### src/hdl/rat_defs.svh
// Widths and counts for the register alias table.
// Include wherever a width or port count is needed; the guard makes
// repeated includes harmless.
`ifndef RAT_DEFS_SVH
`define RAT_DEFS_SVH

// reorder-buffer tag and functional-unit code widths
`define RAT_TAG_W 9
`define RAT_FN_W 10

// read address, register or group slot
`define RAT_ADDR_W 6

// 4 tiles of 8 entries cover the 32 architectural registers
`define RAT_TILES 4
`define RAT_TILE_ENTRIES 8

`define RAT_READ_PORTS 3
`define RAT_WRITE_PORTS 2
`define RAT_RET_PORTS 2

`define RAT_FN_RESET 10'h200

`endif

### src/hdl/rat_pkg.sv
// Types for the contents of the alias table and for its read address.
// Referenced by scoped name from the RTL and from the rename bundles.
`default_nettype none
`include "rat_defs.svh"

package rat_pkg;

  typedef logic [`RAT_TAG_W-1:0] rob_tag_t;
  typedef logic [`RAT_FN_W-1:0] funit_t;

  typedef struct packed {
    logic [$clog2(`RAT_TILES)-1:0] tile;
    logic [$clog2(`RAT_TILE_ENTRIES)-1:0] entry;
  } arch_reg_t;

  typedef struct packed {
    rob_tag_t tag;
    funit_t funit;
    logic retired;
  } map_entry_t;

  // mode 0 names a register
  typedef struct packed {
    logic mode;
    arch_reg_t areg;
  } reg_addr_t;

  // marker 2'b11 names a slot of the rename group, 2'b10 is reserved
  typedef struct packed {
    logic [1:0] marker;
    logic [`RAT_ADDR_W-3:0] slot;
  } dep_addr_t;

  typedef union packed {
    reg_addr_t reg_view;
    dep_addr_t dep_view;
  } rat_addr_t;

endpackage

`default_nettype wire

### src/hdl/rename_pkg.sv
// Request and result bundles seen at the ports of the alias table.
// Rename writes, retire requests and read results each travel as one struct.
`default_nettype none

package rename_pkg;

  // one rename of dst to a new tag
  typedef struct packed {
    logic valid;
    rat_pkg::arch_reg_t dst;
    rat_pkg::rob_tag_t tag;
    rat_pkg::funit_t funit;
  } rename_write_t;

  // retire every mapping that holds this tag
  typedef struct packed {
    logic valid;
    rat_pkg::rob_tag_t tag;
  } retire_req_t;

  // is_dep marks a result taken from the current rename group
  typedef struct packed {
    rat_pkg::map_entry_t entry;
    logic is_dep;
  } read_result_t;

endpackage

`default_nettype wire

### src/hdl/rat_read_stage.sv
// Read side of the alias table.
// Registers the read addresses while clk_en is high, sends the entry index
// to every tile, then picks the tile output or bypasses a rename port when
// the address names a slot of the current group.
`timescale 1ns/100ps
`default_nettype none
`include "rat_defs.svh"

module rat_read_stage (
  input logic clk,
  input logic rst,
  input logic clk_en,
  input rat_pkg::rat_addr_t read_addr [`RAT_READ_PORTS],
  input rename_pkg::rename_write_t writes [`RAT_WRITE_PORTS],
  input rat_pkg::map_entry_t tile_data [`RAT_TILES][`RAT_READ_PORTS],
  output logic [$clog2(`RAT_TILE_ENTRIES)-1:0] read_entry [`RAT_READ_PORTS],
  output rename_pkg::read_result_t results [`RAT_READ_PORTS]
);

  localparam logic [1:0] DEP_MARKER = 2'b11;
  localparam int SLOT_W = `RAT_ADDR_W - 2;

  rat_pkg::rat_addr_t addr_q [`RAT_READ_PORTS];

  // address is held during a stall
  always_ff @(posedge clk)
  begin
    if (rst)
    begin
      for (int q = 0; q < `RAT_READ_PORTS; q++)
      begin
        addr_q[q] <= '0;
      end
    end
    else if (clk_en)
    begin
      for (int q = 0; q < `RAT_READ_PORTS; q++)
      begin
        addr_q[q] <= read_addr[q];
      end
    end
  end

  always_comb
  begin
    for (int q = 0; q < `RAT_READ_PORTS; q++)
    begin
      read_entry[q] = addr_q[q].reg_view.areg.entry;
    end
  end

  always_comb
  begin
    for (int q = 0; q < `RAT_READ_PORTS; q++)
    begin
      // reserved addresses fall through with all zeros
      results[q] = '0;
      if (!addr_q[q].reg_view.mode)
      begin
        results[q].entry = tile_data[addr_q[q].reg_view.areg.tile][q];
      end
      else if (addr_q[q].dep_view.marker == DEP_MARKER)
      begin
        results[q].is_dep = 1'b1;
        // slots past the last write port read as tag 0, funit 0
        for (int p = 0; p < `RAT_WRITE_PORTS; p++)
        begin
          if (addr_q[q].dep_view.slot == SLOT_W'(p))
          begin
            results[q].entry.tag = writes[p].tag;
            results[q].entry.funit = writes[p].funit;
          end
        end
      end
    end
  end

endmodule

`default_nettype wire

### src/hdl/rat_tile.sv
// One tile of eight alias table entries.
// Takes the rename writes and retires broadcast to all tiles, keeps the
// entries whose tile number matches TILE_INDEX, and returns one entry per
// read port from the shared registered entry index.
`timescale 1ns/100ps
`default_nettype none
`include "rat_defs.svh"

module rat_tile #(
  parameter int unsigned TILE_INDEX = 0
) (
  input logic clk,
  input logic rst,
  input logic clk_en,
  input rename_pkg::rename_write_t writes [`RAT_WRITE_PORTS],
  input rename_pkg::retire_req_t retires [`RAT_RET_PORTS],
  input logic retire_all,
  input logic [$clog2(`RAT_TILE_ENTRIES)-1:0] read_entry [`RAT_READ_PORTS],
  output rat_pkg::map_entry_t tile_data [`RAT_READ_PORTS]
);

  localparam int ENTRIES = `RAT_TILE_ENTRIES;
  localparam int ENTRY_W = $clog2(`RAT_TILE_ENTRIES);
  localparam int TILE_W = $clog2(`RAT_TILES);

  rat_pkg::map_entry_t entries [ENTRIES];
  rat_pkg::map_entry_t entries_nxt [ENTRIES];
  logic [ENTRIES-1:0] wr_hit;
  logic [ENTRIES-1:0] ret_hit;

  always_comb
  begin
    for (int e = 0; e < ENTRIES; e++)
    begin
      entries_nxt[e] = entries[e];
      wr_hit[e] = 1'b0;
      ret_hit[e] = 1'b0;

      // retire matches on the stored tag
      for (int r = 0; r < `RAT_RET_PORTS; r++)
      begin
        if (retires[r].valid && retires[r].tag == entries[e].tag)
        begin
          ret_hit[e] = 1'b1;
        end
      end

      // higher port is applied last, so it wins on a collision
      for (int p = 0; p < `RAT_WRITE_PORTS; p++)
      begin
        if (clk_en && writes[p].valid &&
            writes[p].dst.tile == TILE_W'(TILE_INDEX) &&
            writes[p].dst.entry == ENTRY_W'(e))
        begin
          wr_hit[e] = 1'b1;
          entries_nxt[e].tag = writes[p].tag;
          entries_nxt[e].funit = writes[p].funit;
        end
      end

      // a fresh rename clears retired unless retire_all is also up
      entries_nxt[e].retired = retire_all |
                               (~wr_hit[e] & (entries[e].retired | ret_hit[e]));
    end
  end

  always_ff @(posedge clk)
  begin
    if (rst)
    begin
      for (int e = 0; e < ENTRIES; e++)
      begin
        entries[e].tag <= '0;
        entries[e].funit <= `RAT_FN_RESET;
        entries[e].retired <= 1'b1;
      end
    end
    else
    begin
      for (int e = 0; e < ENTRIES; e++)
      begin
        entries[e] <= entries_nxt[e];
      end
    end
  end

  // per-port read mux, no extra latency
  always_comb
  begin
    for (int q = 0; q < `RAT_READ_PORTS; q++)
    begin
      tile_data[q] = entries[read_entry[q]];
    end
  end

endmodule

`default_nettype wire

### src/hdl/rat_top.sv
// Register alias table of the rename stage.
// Four tiles of eight mappings sit side by side behind one read stage.
// Rename writes go to every tile and to the read stage for the in-group
// bypass; results follow the address sampled at the last enabled edge.
`timescale 1ns/100ps
`default_nettype none
`include "rat_defs.svh"

module rat_top (
  input logic clk,
  input logic rst,
  input logic clk_en,
  input rename_pkg::rename_write_t writes [`RAT_WRITE_PORTS],
  input rename_pkg::retire_req_t retires [`RAT_RET_PORTS],
  input logic retire_all,
  input rat_pkg::rat_addr_t read_addr [`RAT_READ_PORTS],
  output rename_pkg::read_result_t results [`RAT_READ_PORTS]
);

  // shared entry index, one per read port
  logic [$clog2(`RAT_TILE_ENTRIES)-1:0] read_entry [`RAT_READ_PORTS];

  rat_pkg::map_entry_t tile_data [`RAT_TILES][`RAT_READ_PORTS];

  genvar t;
  generate
    for (t = 0; t < `RAT_TILES; t++)
    begin : g_tile
      rat_tile #(
        .TILE_INDEX(t)
      ) u_tile (
        .clk(clk),
        .rst(rst),
        .clk_en(clk_en),
        .writes(writes),
        .retires(retires),
        .retire_all(retire_all),
        .read_entry(read_entry),
        .tile_data(tile_data[t])
      );
    end
  endgenerate

  rat_read_stage u_read_stage (
    .clk(clk),
    .rst(rst),
    .clk_en(clk_en),
    .read_addr(read_addr),
    .writes(writes),
    .tile_data(tile_data),
    .read_entry(read_entry),
    .results(results)
  );

endmodule

`default_nettype wire

### config.mk
export PLATFORM = sky130hd
export DESIGN_NAME = rat_top
export DESIGN_NICKNAME = d
export VERILOG_FILES = /design/src/hdl/rat_pkg.sv /design/src/hdl/rename_pkg.sv /design/src/hdl/rat_read_stage.sv /design/src/hdl/rat_tile.sv /design/src/hdl/rat_top.sv
export VERILOG_INCLUDE_DIRS = /design/src /design/src/hdl
export SDC_FILE = /design/constraint.sdc
export NUM_CORES = 2
export LEC_CHECK = 0
export ABC_AREA = 0
export BUFFER_PORTS_ARGS = -buffer_cell sky130_fd_sc_hd__clkbuf_2
export CAP_MARGIN = 20
export CORE_ASPECT_RATIO = 0.75
export CORE_MARGIN = 2
export CORE_UTILIZATION = 40
export CTS_CLUSTER_DIAMETER = 100
export DETAILED_ROUTE_END_ITERATION = 16
export GPL_TIMING_DRIVEN = 0
export PLACE_DENSITY = 0.61
export SLEW_MARGIN = 20
export SYNTH_ARGS = -nofsm -noshare
export SYNTH_HDL_FRONTEND = slang
export SYNTH_HIERARCHICAL = 1
export SYNTH_SLANG_ARGS = --single-unit
### constraint.sdc
create_clock -name clk -period 3.2 [get_ports clk]
set_input_delay 0.16 -clock clk [delete_from_list [all_inputs] [get_ports clk]]
set_output_delay 0.16 -clock clk [all_outputs]
set_load 0.02 [all_outputs]
* Word level (Yosys, flattened, before mapping)
Memories as Yosys holds them, arrays and structs flattened.
Index checks and enable logic that the tools add are counted.
** Word-level totals
- Flip-flop bits (word level) :: 0
- Memory bits (writable) :: 658
- Output and inout bits :: 63
- Word-level logic and storage cells :: 672
- Memories kept :: 5
** Memory list
- g_tile[0].u_tile.entries :: depth 8, width 20, read ports 11, clocked after Yosys merged registers in 0, write ports 8, RTL line rat_tile.sv:26 : rat_pkg::map_entry_t entries [ENTRIES];
- g_tile[1].u_tile.entries :: depth 8, width 20, read ports 11, clocked after Yosys merged registers in 0, write ports 8, RTL line rat_tile.sv:26
- g_tile[2].u_tile.entries :: depth 8, width 20, read ports 11, clocked after Yosys merged registers in 0, write ports 8, RTL line rat_tile.sv:26
- g_tile[3].u_tile.entries :: depth 8, width 20, read ports 11, clocked after Yosys merged registers in 0, write ports 8, RTL line rat_tile.sv:26
- u_read_stage.addr_q :: depth 3, width 6, read ports 3, clocked after Yosys merged registers in 0, write ports 3, RTL line rat_read_stage.sv:23 : rat_pkg::rat_addr_t addr_q [`RAT_READ_PORTS];
** Operators by class
- Magnitude comparators :: 3
- Eq/ne operators :: 90
- Muxes and demuxes :: 263
- Bitwise gates (word level) :: 166
- Reductions and logical operators :: 145
** Operator list (count)
- 2-to-1 mux 19 bit :: 76
- 2-to-1 mux 20 bit :: 34
- == test 9 bit :: 64
- binary-select mux 60 bit (select 2 bit) :: 3
- 2-to-1 mux 1 bit :: 143
- logical AND 1 bit :: 138
- 2-to-1 mux 60 bit :: 2
- OR 1 bit :: 99
- 2-to-1 mux 40 bit :: 2
- bitwise AND 1 bit :: 32
- NOT 1 bit :: 32
- == test 3 bit (second input constant) :: 8
- 2-to-1 mux 6 bit :: 3
- == test 2 bit (second input constant) :: 7
- == test 3 x 2 -> 1 bit (second input constant) :: 4
- == test 4 x 1 -> 1 bit (second input constant) :: 3
- logical NOT 4 bit :: 3
- >= comparator 3 bit (second input constant) :: 3
- NOT 2 -> 3 bit :: 3
- == test 3 x 1 -> 1 bit (second input constant) :: 2
- logical NOT 3 bit :: 2
- == test 2 x 1 -> 1 bit (second input constant) :: 2
- logical NOT 2 bit :: 2

* Depth between registers and ports, before layout
- Depth after elaboration :: 9
- Gate-level depth with buffers :: 8

* Hierarchy
Netlist, hierarchy kept.
** Modules (own cells, without submodules)
- rat_tile (g_tile[2].u_tile) :: instances 1, cells each 1290, area an instance 12903.6 um^2
- rat_tile (g_tile[3].u_tile) :: instances 1, cells each 1293, area an instance 12892.4 um^2
- rat_tile (g_tile[0].u_tile) :: instances 1, cells each 1271, area an instance 12867.3 um^2
- rat_tile (g_tile[1].u_tile) :: instances 1, cells each 1293, area an instance 12836.1 um^2
- rat_read_stage :: instances 1, cells each 387, area an instance 3878.7 um^2

* Worst setup path after synthesis
OpenSTA, ideal clock, no wires.
- Path kind :: register to output
- Start :: mem u_read_stage/addr_q[0][13] (netlist bit)
- End :: out results[1] (netlist bit)
- Arrival time :: 2.411 ns
- Required time :: 3.040 ns
- Slack :: 0.629 ns
- Cell stages (with the launch flop) :: 8
- Path buffers :: 3
- Path through :: edfxtp_1 -> buf_4 -> clkbuf_1 -> buf_2 -> mux4_2 -> mux2_2 -> mux4_2 -> nor2b_1
** RTL lines
- start, declared :: RTL line rat_read_stage.sv:23
- end, declared :: RTL line rat_top.sv:17 : output rename_pkg::read_result_t results [`RAT_READ_PORTS]

==> results.json <==
{
  "outcome": "finished with violations",
  "violations": "setup timing",
  "ir_worst_vdd_v": 0.000404,
  "synth_nets": 5626,
  "drtIter0Drc": 9797,
  "path_max_fanout": 7,
  "dr_total_vias": 53800,
  "grt_first_pass_wirelength_mm": 397,
  "power_density_nw_per_um2": 443,
  "ys_seq_area_share_pct": 30.3,
  "cp-end-kind": "output pin",
  "clk_pin_slew_ns": 0.06,
  "globalplace.congestion": 1.08,
  "yosysTopAreaCellShare_pct": 19.6,
  "place_inst": 7529,
  "leakage_nw": 23.8,
  "fin_crit_sh_pct": 114,
  "cap_violations": 0,
  "wl_per_cell_um": 37.6,
  "synthCells": 5534,
  "max_slew_margin_pct": 14.9,
  "power_mw": 29.4,
  "clkSinkCount": 658,
  "overflow": 0,
  "gr-usage-all-layers_pct": 40.4,
  "mappedNetlistArea_um2": 55400,
  "vias_per_cell": 6.87,
  "synthArstFlopShare_pct": 0,
  "startpoint": "u_read_stage/addr_q[0][0]",
  "period_needed_ns": 3.66,
  "setup_violations": 60,
  "io_pins": 155,
  "ys_warn_count": 6,
  "fin_setup_tns_ns": -19.57,
  "numPortBuffers": 134,
  "postRouteAntennaNets": 0,
  "h-tree-depth": 3,
  "start_util_pct": 40.2,
  "met2_usage_pct": 51.3,
  "die_area_um2": 141000,
  "hpwlAfterDp_mm": 217,
  "grt_pass1_vias": 48400,
  "rsz0062_at_grt": "yes",
  "synth_edf_count": 358,
  "cts_tree": "done",
  "final_cells": 7836,
  "wl_mm": 295,
  "cp.required_ns": 3.04,
  "area_growth_pct": 19.8,
  "final_util_pct": 48.2,
  "fp-row-count": 118,
  "report.final.slew_viol_count": 0,
  "antenna_found_initial": 22,
  "skew_ns": 0.0188,
  "top_usage_layer": "met1",
  "clock_latency_ns": 0.70,
  "worstPathArrival_ns": 3.50,
  "grt_max_degree": 37,
  "fin_ws_ns": -0.459,
  "max_freq_mhz": 273,
  "gr-usage-met1_pct": 55.4,
  "cp-start-kind": "flop",
  "hold_violations": 0,
  "ys_types": 51,
  "cts_made_buffers": 75,
  "yosysTopAreaCell": "mux4_2",
  "firstDrtPassIters": 6,
  "cts-root-buf": "clkbuf_16",
  "clock_path_buffers": 3,
  "ys_ff_latch": 658,
  "synth_common_cells": "nand2_1, xor2_1, mux4_2",
  "yosysMostFrequentCell": "nand2_1",
  "worstReg2RegStart": "g_tile[0].u_tile/entries[2][17]",
  "coreArea_um2": 138000,
  "hold_class": "in -> reg",
  "use_met3_pct": 19.8,
  "syn_area_per_cell_um2": 10.0,
  "synth.area.top_cells": "mux4_2, edfxtp_1, dfxtp_1",
  "worstMarginPinSlew_ns": 1.28,
  "min-delay-start": "retires[9]",
  "holdWs_ns": 0.0769,
  "die_x_um": 434,
  "num-nets-final": 5950,
  "die_h_um": 326,
  "path_class": "reg -> out",
  "drc": 0,
  "ys.flop_type": "edfxtp_1",
  "drive_gt1_share_pct": 29.5
}
-- area by class of cell --
class,instances,area (um^2)
fill,12600,71400
multi-input combinational,4182,37200
sequential,658,16800
buffer,668,4570
timing repair buffer,252,2590
tap,1860,2330
clock buffer,97,2170
clock inverter,42,512
antenna,56,140
inverter,21,78.8
-- where the power goes --
group	total (mW)	switching (mW)	internal, mW	leakage [nW]
clock network	9.71	4.15	5.56	1.30
registers	10.2	0.773	9.43	5.91
logic	9.50	5.49	4.02	16.6
total	29.4	10.4	19.0	23.8
-- logic make-up (layout without fill, tap and decap cells) --
kind of cell,Yosys count,in the layout,share of synthesized area [%]
simple gates,1943,1943,16.0
mux,903,903,27.9
compound gates,760,760,10.4
buf+inv,694,1080,6.27
flops,658,658,30.3
xor+xnor,576,576,9.11
other cells,0,56,0
-- what timing repair did --
item,CTS,global route
hold buffers,21,0
endpoints found under the setup margin,60,60
setup buffers,52,31
gates resized for setup,735,183
pin swaps,6,11
hold endpoints to repair,33,0
cloned,9,7
-- through the flow --
| stage | setup WS [ns] | instance area [um^2] |
|---|---|---|
| floorplan | 0.629 | 55400 |
| global placement | -0.934 | 58400 |
| detailed placement | -0.980 | 58400 |
| CTS | -0.369 | 65400 |
| global route | -0.415 | 66300 |
| finish | -0.459 | 66300 |
-- layout by cell type, fill, tap and decap left out, types with 153 or more instances in the layout --
cell type	count
clkbuf_1	260
edfxtp_1	358
nand2_1	1188
mux2_2	156
xor2_1	512
a21oi_1	356
nor3_1	267
a311oi_1	167
mux4_2	483
dfxtp_1	300
buf_4	153
-- critical path: stages (launching register included) --
cell       delay (ns)
edfxtp_1         0.45
buf_12           0.20
clkbuf_16        0.17
buf_12           0.13
buf_6            0.10
mux4_2           0.53
mux2_4           0.31
mux2i_4          0.46
o221ai_4         0.23
buf_6            0.18
-- registers in the layout (all words and copies together), names as in the netlist --
register,count
u_read_stage/addr_q,18
g_tile.u_tile/entries,640
-- metal layers --
metal / share of wire, % / vias to the layer above
li1: - / 21400
met1: 38 / 26800
met2: 38 / 4965
met3: 18 / 718
met4: 6.2 / 16
met5: 0.12 / -
-- path summary, 6_finish.rpt --
path                                     to  slack (ns)  depth (start not counted)
max                             results[44]       -0.46                          9
min          g_tile[1].u_tile/entries[5][0]        0.08                          3
max reg2reg  g_tile[0].u_tile/entries[2][0]        1.22                          5
min reg2reg  g_tile[0].u_tile/entries[4][8]        0.49                          1
Note: power is estimated with default switching activity, not from simulation.
